## src/hdl/lite_xbar_pkg.sv

```systemverilog
// Shared sizes, channel structs and rule type of the AXI4-Lite crossbar, imported by each module
`default_nettype none

package lite_xbar_pkg;

  localparam int unsigned NumSlvPorts = 2;  // Initiators
  localparam int unsigned NumMstPorts = 2;  // Targets
  localparam int unsigned NumRules    = 2;
  localparam int unsigned AddrWidth   = 16;
  localparam int unsigned DataWidth   = 32;
  localparam int unsigned StrbWidth   = DataWidth / 8;

  // Outstanding transactions per direction, kept a power of two so FIFO pointers wrap
  localparam int unsigned MaxTrans = 4;
  localparam int unsigned CntWidth = $clog2(MaxTrans + 1);
  localparam int unsigned PtrWidth = $clog2(MaxTrans);

  // Write side (WQ/B) and read side (AR/R) share the per-direction logic
  localparam int unsigned NumDirs = 2;
  localparam int unsigned DirWr   = 0;
  localparam int unsigned DirRd   = 1;

  typedef logic [AddrWidth-1:0]               addr_t;
  typedef logic [DataWidth-1:0]               data_t;
  typedef logic [StrbWidth-1:0]               strb_t;
  typedef logic [1:0]                         resp_code_t;
  typedef logic [$clog2(NumMstPorts)-1:0]     mst_idx_t;
  typedef logic [$clog2(NumMstPorts + 1)-1:0] sel_t;  // NumMstPorts picks the error responder
  typedef logic [$clog2(NumSlvPorts)-1:0]     slv_idx_t;
  typedef logic [CntWidth-1:0]                cnt_t;
  typedef logic [PtrWidth-1:0]                ptr_t;

  localparam data_t      DecErrData = 32'hBADCAB1E;
  localparam resp_code_t RespOkay   = 2'b00;
  localparam resp_code_t RespSlvErr = 2'b10;

  // Write address and data travel together as one request
  typedef struct packed {
    addr_t addr;
    data_t data;
    strb_t strb;
  } wq_chan_t;

  typedef struct packed {
    resp_code_t resp;
  } b_chan_t;

  typedef struct packed {
    addr_t addr;
  } ar_chan_t;

  typedef struct packed {
    data_t      data;
    resp_code_t resp;
  } r_chan_t;

  typedef struct packed {
    wq_chan_t wq;
    logic     wq_valid;
    ar_chan_t ar;
    logic     ar_valid;
    logic     b_ready;
    logic     r_ready;
  } lite_req_t;

  typedef struct packed {
    b_chan_t b;
    logic    b_valid;
    r_chan_t r;
    logic    r_valid;
    logic    wq_ready;
    logic    ar_ready;
  } lite_resp_t;

  // Covers start_addr up to but excluding end_addr
  typedef struct packed {
    mst_idx_t idx;
    addr_t    start_addr;
    addr_t    end_addr;
  } addr_rule_t;

endpackage

`default_nettype wire
```

## src/hdl/lite_xbar.sv

```systemverilog
// Crossbar top level connecting every initiator to every target through demuxes and muxes
`default_nettype none

module lite_xbar (
  input  logic                                                       clk_i,
  input  logic                                                       rst_n_i,
  input  lite_xbar_pkg::lite_req_t  [lite_xbar_pkg::NumSlvPorts-1:0] slv_req_i,
  output lite_xbar_pkg::lite_resp_t [lite_xbar_pkg::NumSlvPorts-1:0] slv_resp_o,
  output lite_xbar_pkg::lite_req_t  [lite_xbar_pkg::NumMstPorts-1:0] mst_req_o,
  input  lite_xbar_pkg::lite_resp_t [lite_xbar_pkg::NumMstPorts-1:0] mst_resp_i,
  input  lite_xbar_pkg::addr_rule_t [lite_xbar_pkg::NumRules-1:0]    addr_map_i
);
  import lite_xbar_pkg::*;

  // Demux outputs, the last index of each initiator goes to its error responder
  lite_req_t  [NumSlvPorts-1:0][NumMstPorts:0]   demux_reqs;
  lite_resp_t [NumSlvPorts-1:0][NumMstPorts:0]   demux_resps;
  lite_req_t  [NumMstPorts-1:0][NumSlvPorts-1:0] mux_reqs;
  lite_resp_t [NumMstPorts-1:0][NumSlvPorts-1:0] mux_resps;

  for (genvar i = 0; i < NumSlvPorts; i++) begin : gen_slv
    sel_t wq_sel;
    sel_t ar_sel;

    lite_addr_decode wq_decode_inst (
      .addr_i     (slv_req_i[i].wq.addr),
      .addr_map_i (addr_map_i),
      .idx_o      (wq_sel)
    );

    lite_addr_decode ar_decode_inst (
      .addr_i     (slv_req_i[i].ar.addr),
      .addr_map_i (addr_map_i),
      .idx_o      (ar_sel)
    );

    lite_demux demux_inst (
      .clk_i       (clk_i),
      .rst_n_i     (rst_n_i),
      .slv_req_i   (slv_req_i[i]),
      .slv_resp_o  (slv_resp_o[i]),
      .wq_sel_i    (wq_sel),
      .ar_sel_i    (ar_sel),
      .mst_reqs_o  (demux_reqs[i]),
      .mst_resps_i (demux_resps[i])
    );

    lite_decerr_slv decerr_inst (
      .clk_i      (clk_i),
      .rst_n_i    (rst_n_i),
      .slv_req_i  (demux_reqs[i][NumMstPorts]),
      .slv_resp_o (demux_resps[i][NumMstPorts])
    );
  end

  // Demux output j of initiator i meets mux input i of target j
  for (genvar i = 0; i < NumSlvPorts; i++) begin : gen_cross_slv
    for (genvar j = 0; j < NumMstPorts; j++) begin : gen_cross_mst
      assign mux_reqs[j][i]    = demux_reqs[i][j];
      assign demux_resps[i][j] = mux_resps[j][i];
    end
  end

  for (genvar j = 0; j < NumMstPorts; j++) begin : gen_mst
    lite_mux mux_inst (
      .clk_i       (clk_i),
      .rst_n_i     (rst_n_i),
      .slv_reqs_i  (mux_reqs[j]),
      .slv_resps_o (mux_resps[j]),
      .mst_req_o   (mst_req_o[j]),
      .mst_resp_i  (mst_resp_i[j])
    );
  end

endmodule

`default_nettype wire

```

## src/hdl/lite_decerr_slv.sv

```systemverilog
// Error responder behind each initiator's demux, answering requests that hit no address rule
`default_nettype none

module lite_decerr_slv (
  input  logic                      clk_i,
  input  logic                      rst_n_i,
  input  lite_xbar_pkg::lite_req_t  slv_req_i,
  output lite_xbar_pkg::lite_resp_t slv_resp_o
);
  import lite_xbar_pkg::*;

  logic b_pending_q;
  logic r_pending_q;

  // One transaction per channel at a time
  always_comb begin
    slv_resp_o          = '0;
    slv_resp_o.wq_ready = !b_pending_q;
    slv_resp_o.b_valid  = b_pending_q;
    slv_resp_o.b.resp   = RespSlvErr;
    slv_resp_o.ar_ready = !r_pending_q;
    slv_resp_o.r_valid  = r_pending_q;
    slv_resp_o.r.data   = DecErrData;  // Recognizable pattern for bad reads
    slv_resp_o.r.resp   = RespSlvErr;
  end

  always_ff @(posedge clk_i) begin
    if (!rst_n_i) begin
      b_pending_q <= 1'b0;
      r_pending_q <= 1'b0;
    end else begin
      if (b_pending_q) begin
        b_pending_q <= !slv_req_i.b_ready;  // Clears on B handshake
      end else begin
        b_pending_q <= slv_req_i.wq_valid;
      end
      if (r_pending_q) begin
        r_pending_q <= !slv_req_i.r_ready;
      end else begin
        r_pending_q <= slv_req_i.ar_valid;
      end
    end
  end

endmodule

`default_nettype wire

```

## src/hdl/lite_mux.sv

```systemverilog
// Round-robin arbiter in front of one target, returning responses in grant order
`default_nettype none

module lite_mux (
  input  logic                                                       clk_i,
  input  logic                                                       rst_n_i,
  input  lite_xbar_pkg::lite_req_t  [lite_xbar_pkg::NumSlvPorts-1:0] slv_reqs_i,
  output lite_xbar_pkg::lite_resp_t [lite_xbar_pkg::NumSlvPorts-1:0] slv_resps_o,
  output lite_xbar_pkg::lite_req_t                                   mst_req_o,
  input  lite_xbar_pkg::lite_resp_t                                  mst_resp_i
);
  import lite_xbar_pkg::*;

  logic     [NumDirs-1:0][NumSlvPorts-1:0] req_valid;
  logic     [NumDirs-1:0][NumSlvPorts-1:0] req_ready;
  logic     [NumDirs-1:0][NumSlvPorts-1:0] rsp_valid;
  logic     [NumDirs-1:0][NumSlvPorts-1:0] rsp_ready;
  logic     [NumDirs-1:0]                  out_valid;
  logic     [NumDirs-1:0]                  out_ready;
  logic     [NumDirs-1:0]                  out_rsp_valid;
  logic     [NumDirs-1:0]                  out_rsp_ready;
  slv_idx_t [NumDirs-1:0]                  grant;

  for (genvar i = 0; i < NumSlvPorts; i++) begin : gen_unpack
    assign req_valid[DirWr][i] = slv_reqs_i[i].wq_valid;
    assign req_valid[DirRd][i] = slv_reqs_i[i].ar_valid;
    assign rsp_ready[DirWr][i] = slv_reqs_i[i].b_ready;
    assign rsp_ready[DirRd][i] = slv_reqs_i[i].r_ready;
  end

  assign out_ready[DirWr]     = mst_resp_i.wq_ready;
  assign out_ready[DirRd]     = mst_resp_i.ar_ready;
  assign out_rsp_valid[DirWr] = mst_resp_i.b_valid;
  assign out_rsp_valid[DirRd] = mst_resp_i.r_valid;

  for (genvar d = 0; d < NumDirs; d++) begin : gen_dir
    slv_idx_t rr_idx;
    slv_idx_t prio_q;      // Last granted initiator
    slv_idx_t lock_idx_q;
    logic     locked_q;
    logic     out_hs;
    logic     rsp_hs;
    logic     full;
    logic     empty;
    slv_idx_t head;
    slv_idx_t fifo_q [MaxTrans];
    ptr_t     wr_ptr_q;
    ptr_t     rd_ptr_q;
    cnt_t     cnt_q;

    // Search starts just after the last winner
    always_comb begin
      slv_idx_t cand;
      logic     found;
      rr_idx = prio_q;
      found  = 1'b0;
      for (int n = 1; n <= NumSlvPorts; n++) begin
        cand = slv_idx_t'((int'(prio_q) + n) % NumSlvPorts);
        if (!found && req_valid[d][cand]) begin
          rr_idx = cand;
          found  = 1'b1;
        end
      end
    end

    assign grant[d]         = locked_q ? lock_idx_q : rr_idx;
    assign full             = (cnt_q == cnt_t'(MaxTrans));
    assign empty            = (cnt_q == '0);
    assign head             = fifo_q[rd_ptr_q];
    assign out_valid[d]     = req_valid[d][grant[d]] && !full;
    assign out_hs           = out_valid[d] && out_ready[d];
    assign out_rsp_ready[d] = !empty && rsp_ready[d][head];  // Only the FIFO head may take it
    assign rsp_hs           = out_rsp_valid[d] && out_rsp_ready[d];

    for (genvar i = 0; i < NumSlvPorts; i++) begin : gen_route
      assign req_ready[d][i] = (grant[d] == slv_idx_t'(i)) && !full && out_ready[d];
      assign rsp_valid[d][i] = (head == slv_idx_t'(i)) && !empty && out_rsp_valid[d];
    end

    always_ff @(posedge clk_i) begin
      if (!rst_n_i) begin
        prio_q     <= '0;
        lock_idx_q <= '0;
        locked_q   <= 1'b0;
        wr_ptr_q   <= '0;
        rd_ptr_q   <= '0;
        cnt_q      <= '0;
      end else begin
        locked_q   <= req_valid[d][grant[d]] && !out_hs;  // Hold until handshake
        lock_idx_q <= grant[d];
        if (out_hs) begin
          prio_q   <= grant[d];
          wr_ptr_q <= wr_ptr_q + ptr_t'(1);
        end
        if (rsp_hs) begin
          rd_ptr_q <= rd_ptr_q + ptr_t'(1);
        end
        cnt_q <= cnt_q + cnt_t'(out_hs) - cnt_t'(rsp_hs);
      end
    end

    always_ff @(posedge clk_i) begin
      if (out_hs) begin
        fifo_q[wr_ptr_q] <= grant[d];
      end
    end
  end

  always_comb begin
    mst_req_o          = '0;
    mst_req_o.wq       = slv_reqs_i[grant[DirWr]].wq;
    mst_req_o.wq_valid = out_valid[DirWr];
    mst_req_o.ar       = slv_reqs_i[grant[DirRd]].ar;
    mst_req_o.ar_valid = out_valid[DirRd];
    mst_req_o.b_ready  = out_rsp_ready[DirWr];
    mst_req_o.r_ready  = out_rsp_ready[DirRd];
    for (int i = 0; i < NumSlvPorts; i++) begin
      slv_resps_o[i]          = '0;
      slv_resps_o[i].b        = mst_resp_i.b;
      slv_resps_o[i].r        = mst_resp_i.r;
      slv_resps_o[i].b_valid  = rsp_valid[DirWr][i];
      slv_resps_o[i].r_valid  = rsp_valid[DirRd][i];
      slv_resps_o[i].wq_ready = req_ready[DirWr][i];
      slv_resps_o[i].ar_ready = req_ready[DirRd][i];
    end
  end

endmodule

`default_nettype wire

```

## src/hdl/lite_demux.sv

```systemverilog
// Request steering for one initiator, feeding both targets and the local error responder
`default_nettype none

module lite_demux (
  input  logic                                                     clk_i,
  input  logic                                                     rst_n_i,
  input  lite_xbar_pkg::lite_req_t                                 slv_req_i,
  output lite_xbar_pkg::lite_resp_t                                slv_resp_o,
  input  lite_xbar_pkg::sel_t                                      wq_sel_i,
  input  lite_xbar_pkg::sel_t                                      ar_sel_i,
  output lite_xbar_pkg::lite_req_t  [lite_xbar_pkg::NumMstPorts:0] mst_reqs_o,
  input  lite_xbar_pkg::lite_resp_t [lite_xbar_pkg::NumMstPorts:0] mst_resps_i
);
  import lite_xbar_pkg::*;

  sel_t [NumDirs-1:0]                sel_in;
  logic [NumDirs-1:0]                in_valid;
  logic [NumDirs-1:0]                in_ready;
  logic [NumDirs-1:0]                up_rsp_valid;
  logic [NumDirs-1:0]                up_rsp_ready;
  logic [NumDirs-1:0][NumMstPorts:0] down_ready;
  logic [NumDirs-1:0][NumMstPorts:0] down_rsp_valid;
  logic [NumDirs-1:0]                busy;
  logic [NumDirs-1:0]                free;
  sel_t [NumDirs-1:0]                rsp_sel;  // Where in-flight responses come from

  assign sel_in[DirWr]       = wq_sel_i;
  assign sel_in[DirRd]       = ar_sel_i;
  assign in_valid[DirWr]     = slv_req_i.wq_valid;
  assign in_valid[DirRd]     = slv_req_i.ar_valid;
  assign up_rsp_ready[DirWr] = slv_req_i.b_ready;
  assign up_rsp_ready[DirRd] = slv_req_i.r_ready;

  for (genvar k = 0; k <= NumMstPorts; k++) begin : gen_unpack
    assign down_ready[DirWr][k]     = mst_resps_i[k].wq_ready;
    assign down_ready[DirRd][k]     = mst_resps_i[k].ar_ready;
    assign down_rsp_valid[DirWr][k] = mst_resps_i[k].b_valid;
    assign down_rsp_valid[DirRd][k] = mst_resps_i[k].r_valid;
  end

  for (genvar d = 0; d < NumDirs; d++) begin : gen_dir
    cnt_t cnt_q;
    sel_t sel_q;
    logic ready_sel;
    logic rsp_valid_sel;
    logic in_hs;
    logic rsp_hs;

    assign busy[d]    = (cnt_q != '0);
    // Same path as the in-flight ones keeps responses in order
    assign free[d]    = !busy[d] ||
                        ((sel_in[d] == sel_q) && (cnt_q != cnt_t'(MaxTrans)));
    assign rsp_sel[d] = sel_q;

    always_comb begin
      ready_sel     = 1'b0;
      rsp_valid_sel = 1'b0;
      for (int k = 0; k <= NumMstPorts; k++) begin
        if (sel_in[d] == sel_t'(k)) begin
          ready_sel = free[d] && down_ready[d][k];  // Target stall passes straight up
        end
        if (sel_q == sel_t'(k)) begin
          rsp_valid_sel = busy[d] && down_rsp_valid[d][k];
        end
      end
    end

    assign in_ready[d]     = ready_sel;
    assign up_rsp_valid[d] = rsp_valid_sel;
    assign in_hs           = in_valid[d] && in_ready[d];
    assign rsp_hs          = up_rsp_valid[d] && up_rsp_ready[d];

    always_ff @(posedge clk_i) begin
      if (!rst_n_i) begin
        cnt_q <= '0;
        sel_q <= '0;
      end else begin
        if (in_hs) begin
          sel_q <= sel_in[d];
        end
        cnt_q <= cnt_q + cnt_t'(in_hs) - cnt_t'(rsp_hs);
      end
    end
  end

  always_comb begin
    slv_resp_o          = '0;
    slv_resp_o.wq_ready = in_ready[DirWr];
    slv_resp_o.ar_ready = in_ready[DirRd];
    slv_resp_o.b_valid  = up_rsp_valid[DirWr];
    slv_resp_o.r_valid  = up_rsp_valid[DirRd];
    for (int k = 0; k <= NumMstPorts; k++) begin
      mst_reqs_o[k]    = '0;
      mst_reqs_o[k].wq = slv_req_i.wq;  // Payload to all, valid to one
      mst_reqs_o[k].ar = slv_req_i.ar;
      mst_reqs_o[k].wq_valid = in_valid[DirWr] && free[DirWr] &&
                               (sel_in[DirWr] == sel_t'(k));
      mst_reqs_o[k].ar_valid = in_valid[DirRd] && free[DirRd] &&
                               (sel_in[DirRd] == sel_t'(k));
      mst_reqs_o[k].b_ready  = up_rsp_ready[DirWr] && busy[DirWr] &&
                               (rsp_sel[DirWr] == sel_t'(k));
      mst_reqs_o[k].r_ready  = up_rsp_ready[DirRd] && busy[DirRd] &&
                               (rsp_sel[DirRd] == sel_t'(k));
      if (rsp_sel[DirWr] == sel_t'(k)) begin
        slv_resp_o.b = mst_resps_i[k].b;
      end
      if (rsp_sel[DirRd] == sel_t'(k)) begin
        slv_resp_o.r = mst_resps_i[k].r;
      end
    end
  end

endmodule

`default_nettype wire

```

## src/hdl/lite_addr_decode.sv

```systemverilog
// Address to target decoder, one per request channel of each crossbar slave port
`default_nettype none

module lite_addr_decode (
  input  lite_xbar_pkg::addr_t                                    addr_i,
  input  lite_xbar_pkg::addr_rule_t [lite_xbar_pkg::NumRules-1:0] addr_map_i,
  output lite_xbar_pkg::sel_t                                     idx_o
);
  import lite_xbar_pkg::*;

  logic [NumRules-1:0] hit;  // One bit per rule window

  for (genvar r = 0; r < NumRules; r++) begin : gen_rule
    assign hit[r] = (addr_i >= addr_map_i[r].start_addr) &&
                    (addr_i <  addr_map_i[r].end_addr);
  end

  // Scan upward so that the last matching rule wins
  always_comb begin
    idx_o = sel_t'(NumMstPorts);  // No match goes to the error responder
    for (int r = 0; r < NumRules; r++) begin
      if (hit[r]) begin
        idx_o = sel_t'(addr_map_i[r].idx);
      end
    end
  end

endmodule

`default_nettype wire

```

## config.mk

```make
export PLATFORM = sky130hd
export DESIGN_NAME = lite_xbar
export DESIGN_NICKNAME = d
export VERILOG_FILES = /design/src/hdl/lite_xbar_pkg.sv /design/src/hdl/lite_xbar.sv /design/src/hdl/lite_decerr_slv.sv /design/src/hdl/lite_mux.sv /design/src/hdl/lite_demux.sv /design/src/hdl/lite_addr_decode.sv
export SDC_FILE = /design/constraint.sdc
export NUM_CORES = 1
export LEC_CHECK = 0
export BUFFER_PORTS_ARGS = -buffer_cell sky130_fd_sc_hd__buf_2
export CORE_MARGIN = 2
export CORE_UTILIZATION = 32
export DETAILED_ROUTE_END_ITERATION = 10
export MAX_ROUTING_LAYER = met4
export PLACE_DENSITY_LB_ADDON = 0.12
export SYNTH_ARGS = -nofsm -noshare
export SYNTH_HDL_FRONTEND = slang
export SYNTH_SLANG_ARGS = --single-unit
```

## constraint.sdc

```tcl
create_clock -name clk_i -period 11.5 [get_ports clk_i]
set_input_delay 1.725 -clock clk_i [delete_from_list [all_inputs] [get_ports clk_i]]
set_output_delay 1.725 -clock clk_i [all_outputs]
set_load 0.05 [all_outputs]
```

==> impl_metrics.ini, run 1 <==
[yosys]
ys_seq_area_frac = 0.142
ys_seq_elements = 88
syn_area_per_cell_um2 = 7.71
yosys.area_share.xor_xnor = 0.0201
synthTopCellsByArea = ha_1, dfxtp_1, nand2_1, mux2_2, nor2_1
syn-num-nets = 2331
synth.yosys.warnings = 0
synth_top_area_frac = 0.259
synthMuxAreaShare = 0.109
syn-cell-area_um2 = 13500
synth_top_family_by_area = adder cells
synth_compound_area_frac = 0.174
syn_inst = 1751
async_flop_share = 0
yosys.area.top_type = ha_1
synth-main-ff-cell = dfxtp_1
synth_edf_count = 16
synthSimpleGateAreaFrac = 0.227
synthAdderAreaFrac = 0.271
ys_types = 77

[die]
rows = 75
core-area_um2 = 41800
die_h_um = 209
initial_core_util = 0.323
io_pins = 516
die_w_um = 209
dieArea_um2 = 43900

[worst_setup_path]
r2r_slack_ps = 7080
worstPathMaxFanout = 55
worstSetupPathType = in2out
critPathArrivalTime_ps = 6450
end_kind = primary output
crit_path_start_kind = input pin
cp.required_ps = 9780

[pwr]
vdd_drop_max_mv = 0.0917
clkPwrFrac = 0.100
swShare = 0.611
powerDensity_nw_per_um2 = 158
p_switching_mw = 1.63
intPower_mw = 1.04
p_seq_frac = 0.161
p_comb_frac = 0.739
leakage_nw = 8.46
finalPower_mw = 2.67

[timing]
setup_slack_ps = 3330
final-setup-viol-count = 0
timing.setup.tns_ps = 0
timing.fmax_mhz = 122
tightest_slew_ps = 1140
fin_worst_skew_ps = 6.18
rsz0062_at_grt = false
drv_slew = 0
period_minus_slack_ps = 8170
timing.final.crit_share = 0.711
slew_headroom = 0.241
hold_violations = 0

[detailed_routing]
wire_per_inst_um = 21.9
drtIter0Drc = 932
dr.pass1.iters = 5
ant_nets = 0
finalWirelength_mm = 60.8
via_per_inst = 5.35
vias = 14900
route.detailed.drc = 0

[global_routing]
grt_max_degree = 57
antenna_found_initial = 21
grt_pass1_wl_mm = 90.0
grtUsageTotal = 0.278
grt_overflow = 0
first_global_vias = 14800

[min_path]
timing.hold.worst.class = reg2reg

[place]
place.gp.congestion = 0.953
port_buffers = 515
hpwl_mm = 51.1
place_ws_ps = 3210

[final_layout]
mostFrequentLayoutCell = buf_2
drive_gt1_frac = 0.289
final_cell_mix = buf_2, nand2_1, ha_1
num-fill-cells = 4423
nNetsFinal = 2802
utilization = 0.404
area_growth_pct = 24.8

[outcome]
run_status = finished, final reports clean

[clocking]
clock-root-buffer = clkbuf_16
cts_hold_buf = 0
clk_latency_ps = 340
cts.repair.resized = 0
cts_tree = yes
post_cts_buffers = 0
numClockSinks = 88
cts_max_path_buffers = 2
htree_levels = 3
cts_made_buffers = 9
clkSlewWorstSetupHoldPaths_ps = 60

[flow_run]
cap_violations = 0
final cells by class:
cell class,instances,area [µm²],area share
antenna,14,35.0,0.00208
clock buffer,13,240,0.0143
clock inverter,3,20.0,0.00119
inverter,120,450,0.0267
multi-input combinational,1479,10900,0.645
sequential,88,1920,0.114
tap,539,674,0.0400
timing repair buffer,524,2650,0.157
path summary, 6_finish.rpt:
kind                                                                start                                   endpoint  cells past startpoint
worst min-delay path                gen_mst[1].mux_inst.gen_dir[0].prio_q      gen_mst[1].mux_inst.gen_dir[0].prio_q                      2
worst max register to register  gen_slv[1].demux_inst.gen_dir[1].sel_q[1]  gen_slv[0].demux_inst.gen_dir[1].cnt_q[2]                     12
worst min register to register      gen_mst[1].mux_inst.gen_dir[0].prio_q      gen_mst[1].mux_inst.gen_dir[0].prio_q                      2
worst max-delay path                                       slv_req_i[128]                             mst_req_o[112]                     15
Yosys cell counts, drive strengths merged (10+ instances only):
cell    instances
nor2          167
a21oi          94
o21a           10
ha            280
nor3           20
edfxtp         16
nand3          20
a31oi          11
nand4          32
and2           42
o31ai          11
inv           120
nand2         292
mux2i          43
and3           18
buf            27
mux2           84
a211oi         15
a21o           31
xnor2          27
clkbuf         37
nand2b         24
o21ai          99
dfxtp          72
worst max-delay path, cell delays in order:
cell	delay, ps
buf_2	150
inv_1	90
ha_1	280
nand2b_1	160
a2111oi_0	570
o31ai_1	260
a221o_1	420
nor3b_1	230
or4b_1	600
a32oi_1	380
o221ai_4	150
inv_2	760
nand2_1	130
nand2_1	170
buf_2	290
state kept, by name, indices dropped and copies added (netlist names), named ones only:
signal	cells
gen_slv.decerr_inst.b_pending_q	2
gen_mst.mux_inst.gen_dir.fifo_q	16
gen_mst.mux_inst.gen_dir.locked_q	4
gen_mst.mux_inst.gen_dir.wr_ptr_q	8
gen_mst.mux_inst.gen_dir.prio_q	4
gen_slv.decerr_inst.r_pending_q	2
gen_mst.mux_inst.gen_dir.lock_idx_q	4
gen_slv.demux_inst.gen_dir.sel_q	8
gen_mst.mux_inst.gen_dir.cnt_q	12
gen_slv.demux_inst.gen_dir.cnt_q	12
gen_mst.mux_inst.gen_dir.rd_ptr_q	8
metal layers:
metal  global-route usage  part of all wire  vias to the layer above
met5                    -                 0                        -
met4                0.104             0.035                        0
met3               0.0359             0.055                       80
met2                0.487              0.50                      559
met1                0.324              0.41                     6996
li1                     -                 -                     7236
power groups by stage:
stage	combinational [mW]	clock (mW)	sequential [mW]
floorplan	1.47	0	0.393
global placement	1.96	0	0.434
detailed placement	1.97	0	0.435
CTS	1.98	0.276	0.429
global route	2.11	0.288	0.437
finish	1.97	0.268	0.429
logic make-up after synthesis:
group,after synthesis
and+or+nand+nor,672
DFF,88
buffers and inverters,184
xor gates and xnor gates,31
AOI/OAI and AO/OA,357
adders and majority gates,288
muxes,131
per-stage QoR:
step / cells / hold WS (ps) / area (µm²)
2_1_floorplan: 1751 / 450 / 13500
3_3_place_gp: 2750 / 469 / 16600
3_5_place_dp: 2750 / 470 / 16600
4_1_cts: 2766 / 479 / 16800
5_1_grt: 2780 / 508 / 16900
6_report: 2780 / 480 / 16900
Note: power is estimated with default switching activity, not from simulation.
==> run 2: changes to the inputs <==
==> constraint.sdc (replaced) <==
create_clock -name clk_i -period 8.4 [get_ports clk_i]
set_input_delay 1.26 -clock clk_i [delete_from_list [all_inputs] [get_ports clk_i]]
set_output_delay 1.26 -clock clk_i [all_outputs]
set_load 0.05 [all_outputs]
==> run 2 against run 1 <==
Against the previous run:
- via count is 0.31% higher
- non-clock buffer count is 2 higher
- clock skew is 3.5 ps higher
- worst setup slack worse by 2200 ps
- critical path depth is 1 lower
- hold slack better by 4.2 ps
- clock-buffer cell count is 4 lower
- sequential share of layout area hardly changed
- combinational power is 38% higher
- register-to-register slack worse by 2900 ps
- sequential cell count stayed put
- critical path type unchanged
- highest routed layer unchanged
==> impl_metrics.ini, run 2 (synthesis results as in run 1) <==
[outcome]
run_status = finished, final reports clean

[detailed_routing]
drtIter0Drc = 866
finalWirelength_mm = 61.7
route.detailed.drc = 0
via_per_inst = 5.36
vias = 14900
ant_nets = 0
wire_per_inst_um = 22.1
dr.pass1.iters = 5

[die]
die_h_um = 209
initial_core_util = 0.323
rows = 75
die_w_um = 209
core-area_um2 = 41800
dieArea_um2 = 43900
io_pins = 516

[clocking]
post_cts_buffers = 0
cts.repair.resized = 0
cts_made_buffers = 9
cts_hold_buf = 0
clk_latency_ps = 350
clock-root-buffer = clkbuf_16
htree_levels = 3
clkSlewWorstSetupHoldPaths_ps = 70
numClockSinks = 88
cts_max_path_buffers = 2
cts_tree = yes

[final_layout]
utilization = 0.405
drive_gt1_frac = 0.291
num-fill-cells = 4404
finalNonFillerCells = 2784
top_register = gen_mst.mux_inst.gen_dir.fifo_q
area_growth_pct = 25.3
mostFrequentLayoutCell = buf_2
largest_reg_flops = 16
top_regs = gen_mst.mux_inst.gen_dir.fifo_q (16), gen_mst.mux_inst.gen_dir.cnt_q (12), gen_slv.demux_inst.gen_dir.cnt_q (12)
final_cell_mix = buf_2, nand2_1, ha_1
nNetsFinal = 2804

[place]
port_buffers = 515
hpwl_mm = 52.1
place.gp.congestion = 0.945
placed_cells = 2752

[timing]
hold_ws_ps = 484
timing.final.crit_share = 0.870
period_minus_slack_ps = 7300
tightest_slew_ps = 1370
fin_worst_skew_ps = 9.69
drv_slew = 0
slew_headroom = 0.0657
timing.fmax_mhz = 137
timing.setup.tns_ps = 0
final-setup-viol-count = 0
rsz0062_at_grt = false
hold_violations = 0

[global_routing]
first_global_vias = 14900
grtUsageTotal = 0.282
grt_pass1_wl_mm = 91.0
antenna_found_initial = 23
grt_overflow = 0
grt_max_degree = 57

[min_path]
timing.hold.worst.class = reg2reg

[pwr]
powerDensity_nw_per_um2 = 219
finalPower_mw = 3.70
p_comb_frac = 0.731
intPower_mw = 1.46
p_seq_frac = 0.157
swShare = 0.606
clkPwrFrac = 0.112
p_switching_mw = 2.24
vdd_drop_max_mv = 0.140
leakage_nw = 8.51

[worst_setup_path]
worstPathMaxFanout = 27
critPathArrivalTime_ps = 6040
cp.required_ps = 7140
worstSetupPathType = in2out
crit_path_start_kind = input pin
end_kind = primary output

[flow_run]
cap_violations = 0
-- run 2: changes by cell type in the layout (fill, tap and decap cells not counted) --
| cell | previous run | this run |
|---|---|---|
| clkbuf_1 | 4 | 0 |
| diode_2 | 14 | 16 |
| inv_6 | 0 | 2 |
| a2111oi_0 | 5 | 6 |
| a2111oi_1 | 1 | 0 |
| buf_12 | 0 | 1 |
| buf_4 | 9 | 10 |
| bufinv_16 | 0 | 1 |
| clkinv_2 | 1 | 2 |
| clkinvlp_4 | 2 | 1 |
| inv_8 | 0 | 1 |
-- run 2: layout make-up --
class                      instances  area [µm²]  area share
multi-input combinational       1479       10900       0.642
timing repair buffer             526        2670       0.158
clock buffer                       9         225      0.0133
inverter                         120         450      0.0266
clock inverter                     7        76.3     0.00451
tap                              539         674      0.0398
antenna                           16        40.0     0.00237
sequential                        88        1920       0.114
-- run 2: final timing paths --
path,startpoint,endpoint,slack [ps],depth (start not counted)
max,slv_req_i[3],mst_req_o[7],1100,14
min,gen_mst[1].mux_inst.gen_dir[0].prio_q,gen_mst[1].mux_inst.gen_dir[0].prio_q,480,2
max reg2reg,gen_slv[1].demux_inst.gen_dir[1].sel_q[0],gen_mst[1].mux_inst.gen_dir[1].cnt_q[2],4210,13
min reg2reg,gen_mst[1].mux_inst.gen_dir[0].prio_q,gen_mst[1].mux_inst.gen_dir[0].prio_q,480,2
-- run 2: through the flow --
| step | setup WS (ps) | cell area [µm²] |
|---|---|---|
| floorplan | 2130 | 13500 |
| global placement | 1140 | 16600 |
| detailed placement | 1190 | 16600 |
| CTS | 1160 | 16900 |
| global route | 919 | 16900 |
| finish | 1100 | 16900 |
-- run 2: worst max-delay path: stages --
cell and delay (ps):
buf_2 140, inv_1 210, ha_1 270, nand2b_1 150, a2111oi_0 1170, or4b_1 260
nand3_1 140, a22oi_1 400, mux2i_1 330, nand2_1 140, nand2_1 150, o21ba_2 780
mux2_2 430, buf_2 210
-- run 2: power by group through the flow --
stage | clock network, mW | registers (mW) | logic (mW)
final | 0.415 | 0.580 | 2.71
after global routing | 0.444 | 0.592 | 2.90
after CTS | 0.426 | 0.580 | 2.72
after detailed placement | 0 | 0.589 | 2.71
after global placement | 0 | 0.588 | 2.70
after floorplan | 0 | 0.537 | 2.02
-- run 2: routing by layer --
metal | track usage | up-vias | share of wire | wire (µm)
li1 | - | 7248 | - | -
met1 | 0.318 | 6979 | 0.40 | 24800
met2 | 0.501 | 588 | 0.50 | 30700
met3 | 0.0368 | 102 | 0.058 | 3560
met4 | 0.122 | 0 | 0.042 | 2600
met5 | - | - | 0 | 0
==> run 3: changes to the inputs <==
--- a/config.mk
+++ b/config.mk
@@ -6,9 +6,11 @@
 export NUM_CORES = 1
 export LEC_CHECK = 0
 export BUFFER_PORTS_ARGS = -buffer_cell sky130_fd_sc_hd__buf_2
-export CORE_MARGIN = 2
-export CORE_UTILIZATION = 32
+export CORE_AREA = 2 2 200 202
+export CTS_BUF_LIST = sky130_fd_sc_hd__clkbuf_4 sky130_fd_sc_hd__clkbuf_8 sky130_fd_sc_hd__clkbuf_16
 export DETAILED_ROUTE_END_ITERATION = 10
+export DIE_AREA = 0 0 202 204
+export GPL_TIMING_DRIVEN = 0
 export MAX_ROUTING_LAYER = met4
 export PLACE_DENSITY_LB_ADDON = 0.12
 export SYNTH_ARGS = -nofsm -noshare
==> run 3 against run 2 <==
Against the previous run:
- largest power group unchanged
- largest cell class unchanged
- via count rose by 2.5%
- combinational power rose by 3%
- sequential power fell by 6.2%
==> impl_metrics.ini, run 3 (synthesis results as in run 1) <==
[clocking]
cts.repair.resized = 0
cts_tree = yes
clk_latency_ps = 340
cts_made_buffers = 9
clkSlewWorstSetupHoldPaths_ps = 60
cts_max_path_buffers = 2
cts_hold_buf = 0
post_cts_buffers = 0
numClockSinks = 88
clock-root-buffer = clkbuf_16
htree_levels = 3

[timing]
fin_worst_skew_ps = 6.50
period_minus_slack_ps = 7400
rsz0062_at_grt = false
drv_slew = 0
hold_violations = 0
final-setup-viol-count = 0
timing.setup.tns_ps = 0
tightest_slew_ps = 870
timing.fmax_mhz = 135
timing.final.crit_share = 0.881
slew_headroom = 0.415

[worst_setup_path]
r2r_slack_ps = 4680
worstPathMaxFanout = 10
end_kind = primary output
crit_path_start_kind = input pin
cp.required_ps = 7140
worstSetupPathType = in2out
critPathArrivalTime_ps = 6140

[final_layout]
nNetsFinal = 2856
drive_gt1_frac = 0.288
top_register = gen_mst.mux_inst.gen_dir.fifo_q
register_area_um2 = 1920
top_regs = gen_mst.mux_inst.gen_dir.fifo_q (16), gen_mst.mux_inst.gen_dir.cnt_q (12), gen_slv.demux_inst.gen_dir.cnt_q (12)
mostFrequentLayoutCell = buf_2
largest_reg_flops = 16
utilization = 0.435
multi_input_area_um2 = 10800
num-fill-cells = 4168
area_growth_pct = 26.3
finalNonFillerCells = 2821
final_cell_mix = buf_2, nand2_1, ha_1
fin_area_um2 = 17100

[global_routing]
grtUsageTotal = 0.297
first_global_vias = 15000
grt_overflow = 0
grt_max_degree = 16
antenna_found_initial = 24
grt_pass1_wl_mm = 89.7

[die]
core-area_um2 = 39200
initial_core_util = 0.345
die_w_um = 202
die_h_um = 204
dieArea_um2 = 41200
rows = 73
io_pins = 516

[detailed_routing]
drtIter0Drc = 966
wire_per_inst_um = 21.8
via_per_inst = 5.42
finalWirelength_mm = 61.6
dr.pass1.iters = 5
vias = 15300
route.detailed.drc = 0
ant_nets = 0

[place]
port_buffers = 514
place.gp.congestion = 0.973
hpwl_mm = 52.5
placed_cells = 2790
placed_cell_area_um2 = 16700

[pwr]
finalPower_mw = 3.73
powerDensity_nw_per_um2 = 219
leakage_nw = 8.57
vdd_drop_max_mv = 0.113

[outcome]
run_status = finished, final reports clean

[flow_run]
cap_violations = 0

[min_path]
timing.hold.worst.class = reg2reg
## run 3: through the flow
step           setup slack (ps)  hold WS, ps
2_1_floorplan              2130          450
3_3_place_gp               1170          470
3_5_place_dp               1140          474
4_1_cts                    1120          485
5_1_grt                     879          517
6_report                    997          484
## run 3: routing by layer
layer | up-vias | wire length [µm] | global-route usage | part of all wire
li1 | 7367 | - | - | -
met1 | 7127 | 24400 | 0.333 | 0.40
met2 | 660 | 30100 | 0.520 | 0.49
met3 | 130 | 4090 | 0.0423 | 0.066
met4 | 0 | 3000 | 0.139 | 0.049
met5 | - | 0 | - | 0
## run 3: critical path: stages
cell,delay (ps)
buf_2,70
inv_1,110
ha_1,370
nand4_1,90
nor3_1,680
or4b_1,600
nand3_1,210
and2_1,210
mux2_2,420
mux2i_1,190
nand2_1,150
o21ba_2,150
clkbuf_1,560
buf_2,450
mux2_2,390
buf_2,220
## run 3: cell type report
class / count / share of cell area
Inverter: 120 / 0.0264
Clock inverter: 5 / 0.00249
Multi-Input combinational cell: 1479 / 0.635
Timing Repair Buffer: 514 / 0.151
Tap cell: 525 / 0.0385
Sequential cell: 88 / 0.113
Clock buffer: 11 / 0.0141
Buffer: 64 / 0.0177
Antenna cell: 15 / 0.00220
## run 3: where the power goes
group | internal (mW) | switching, mW | total (mW) | leakage [nW]
Clock | 0.210 | 0.174 | 0.384 | 0.131
Combinational | 0.765 | 2.04 | 2.80 | 7.71
Sequential | 0.492 | 0.0523 | 0.544 | 0.732
Total | 1.47 | 2.26 | 3.73 | 8.57
## run 3: final timing paths
path,start,to,cells after the start
worst max-delay path,addr_map_i[63],mst_req_o[6],16
worst min-delay path,gen_slv[1].decerr_inst.b_pending_q,gen_slv[1].decerr_inst.b_pending_q,2
worst max register to register,gen_slv[1].demux_inst.gen_dir[0].sel_q[0],gen_mst[1].mux_inst.gen_dir[0].cnt_q[2],13
worst min register to register,gen_slv[1].decerr_inst.b_pending_q,gen_slv[1].decerr_inst.b_pending_q,2
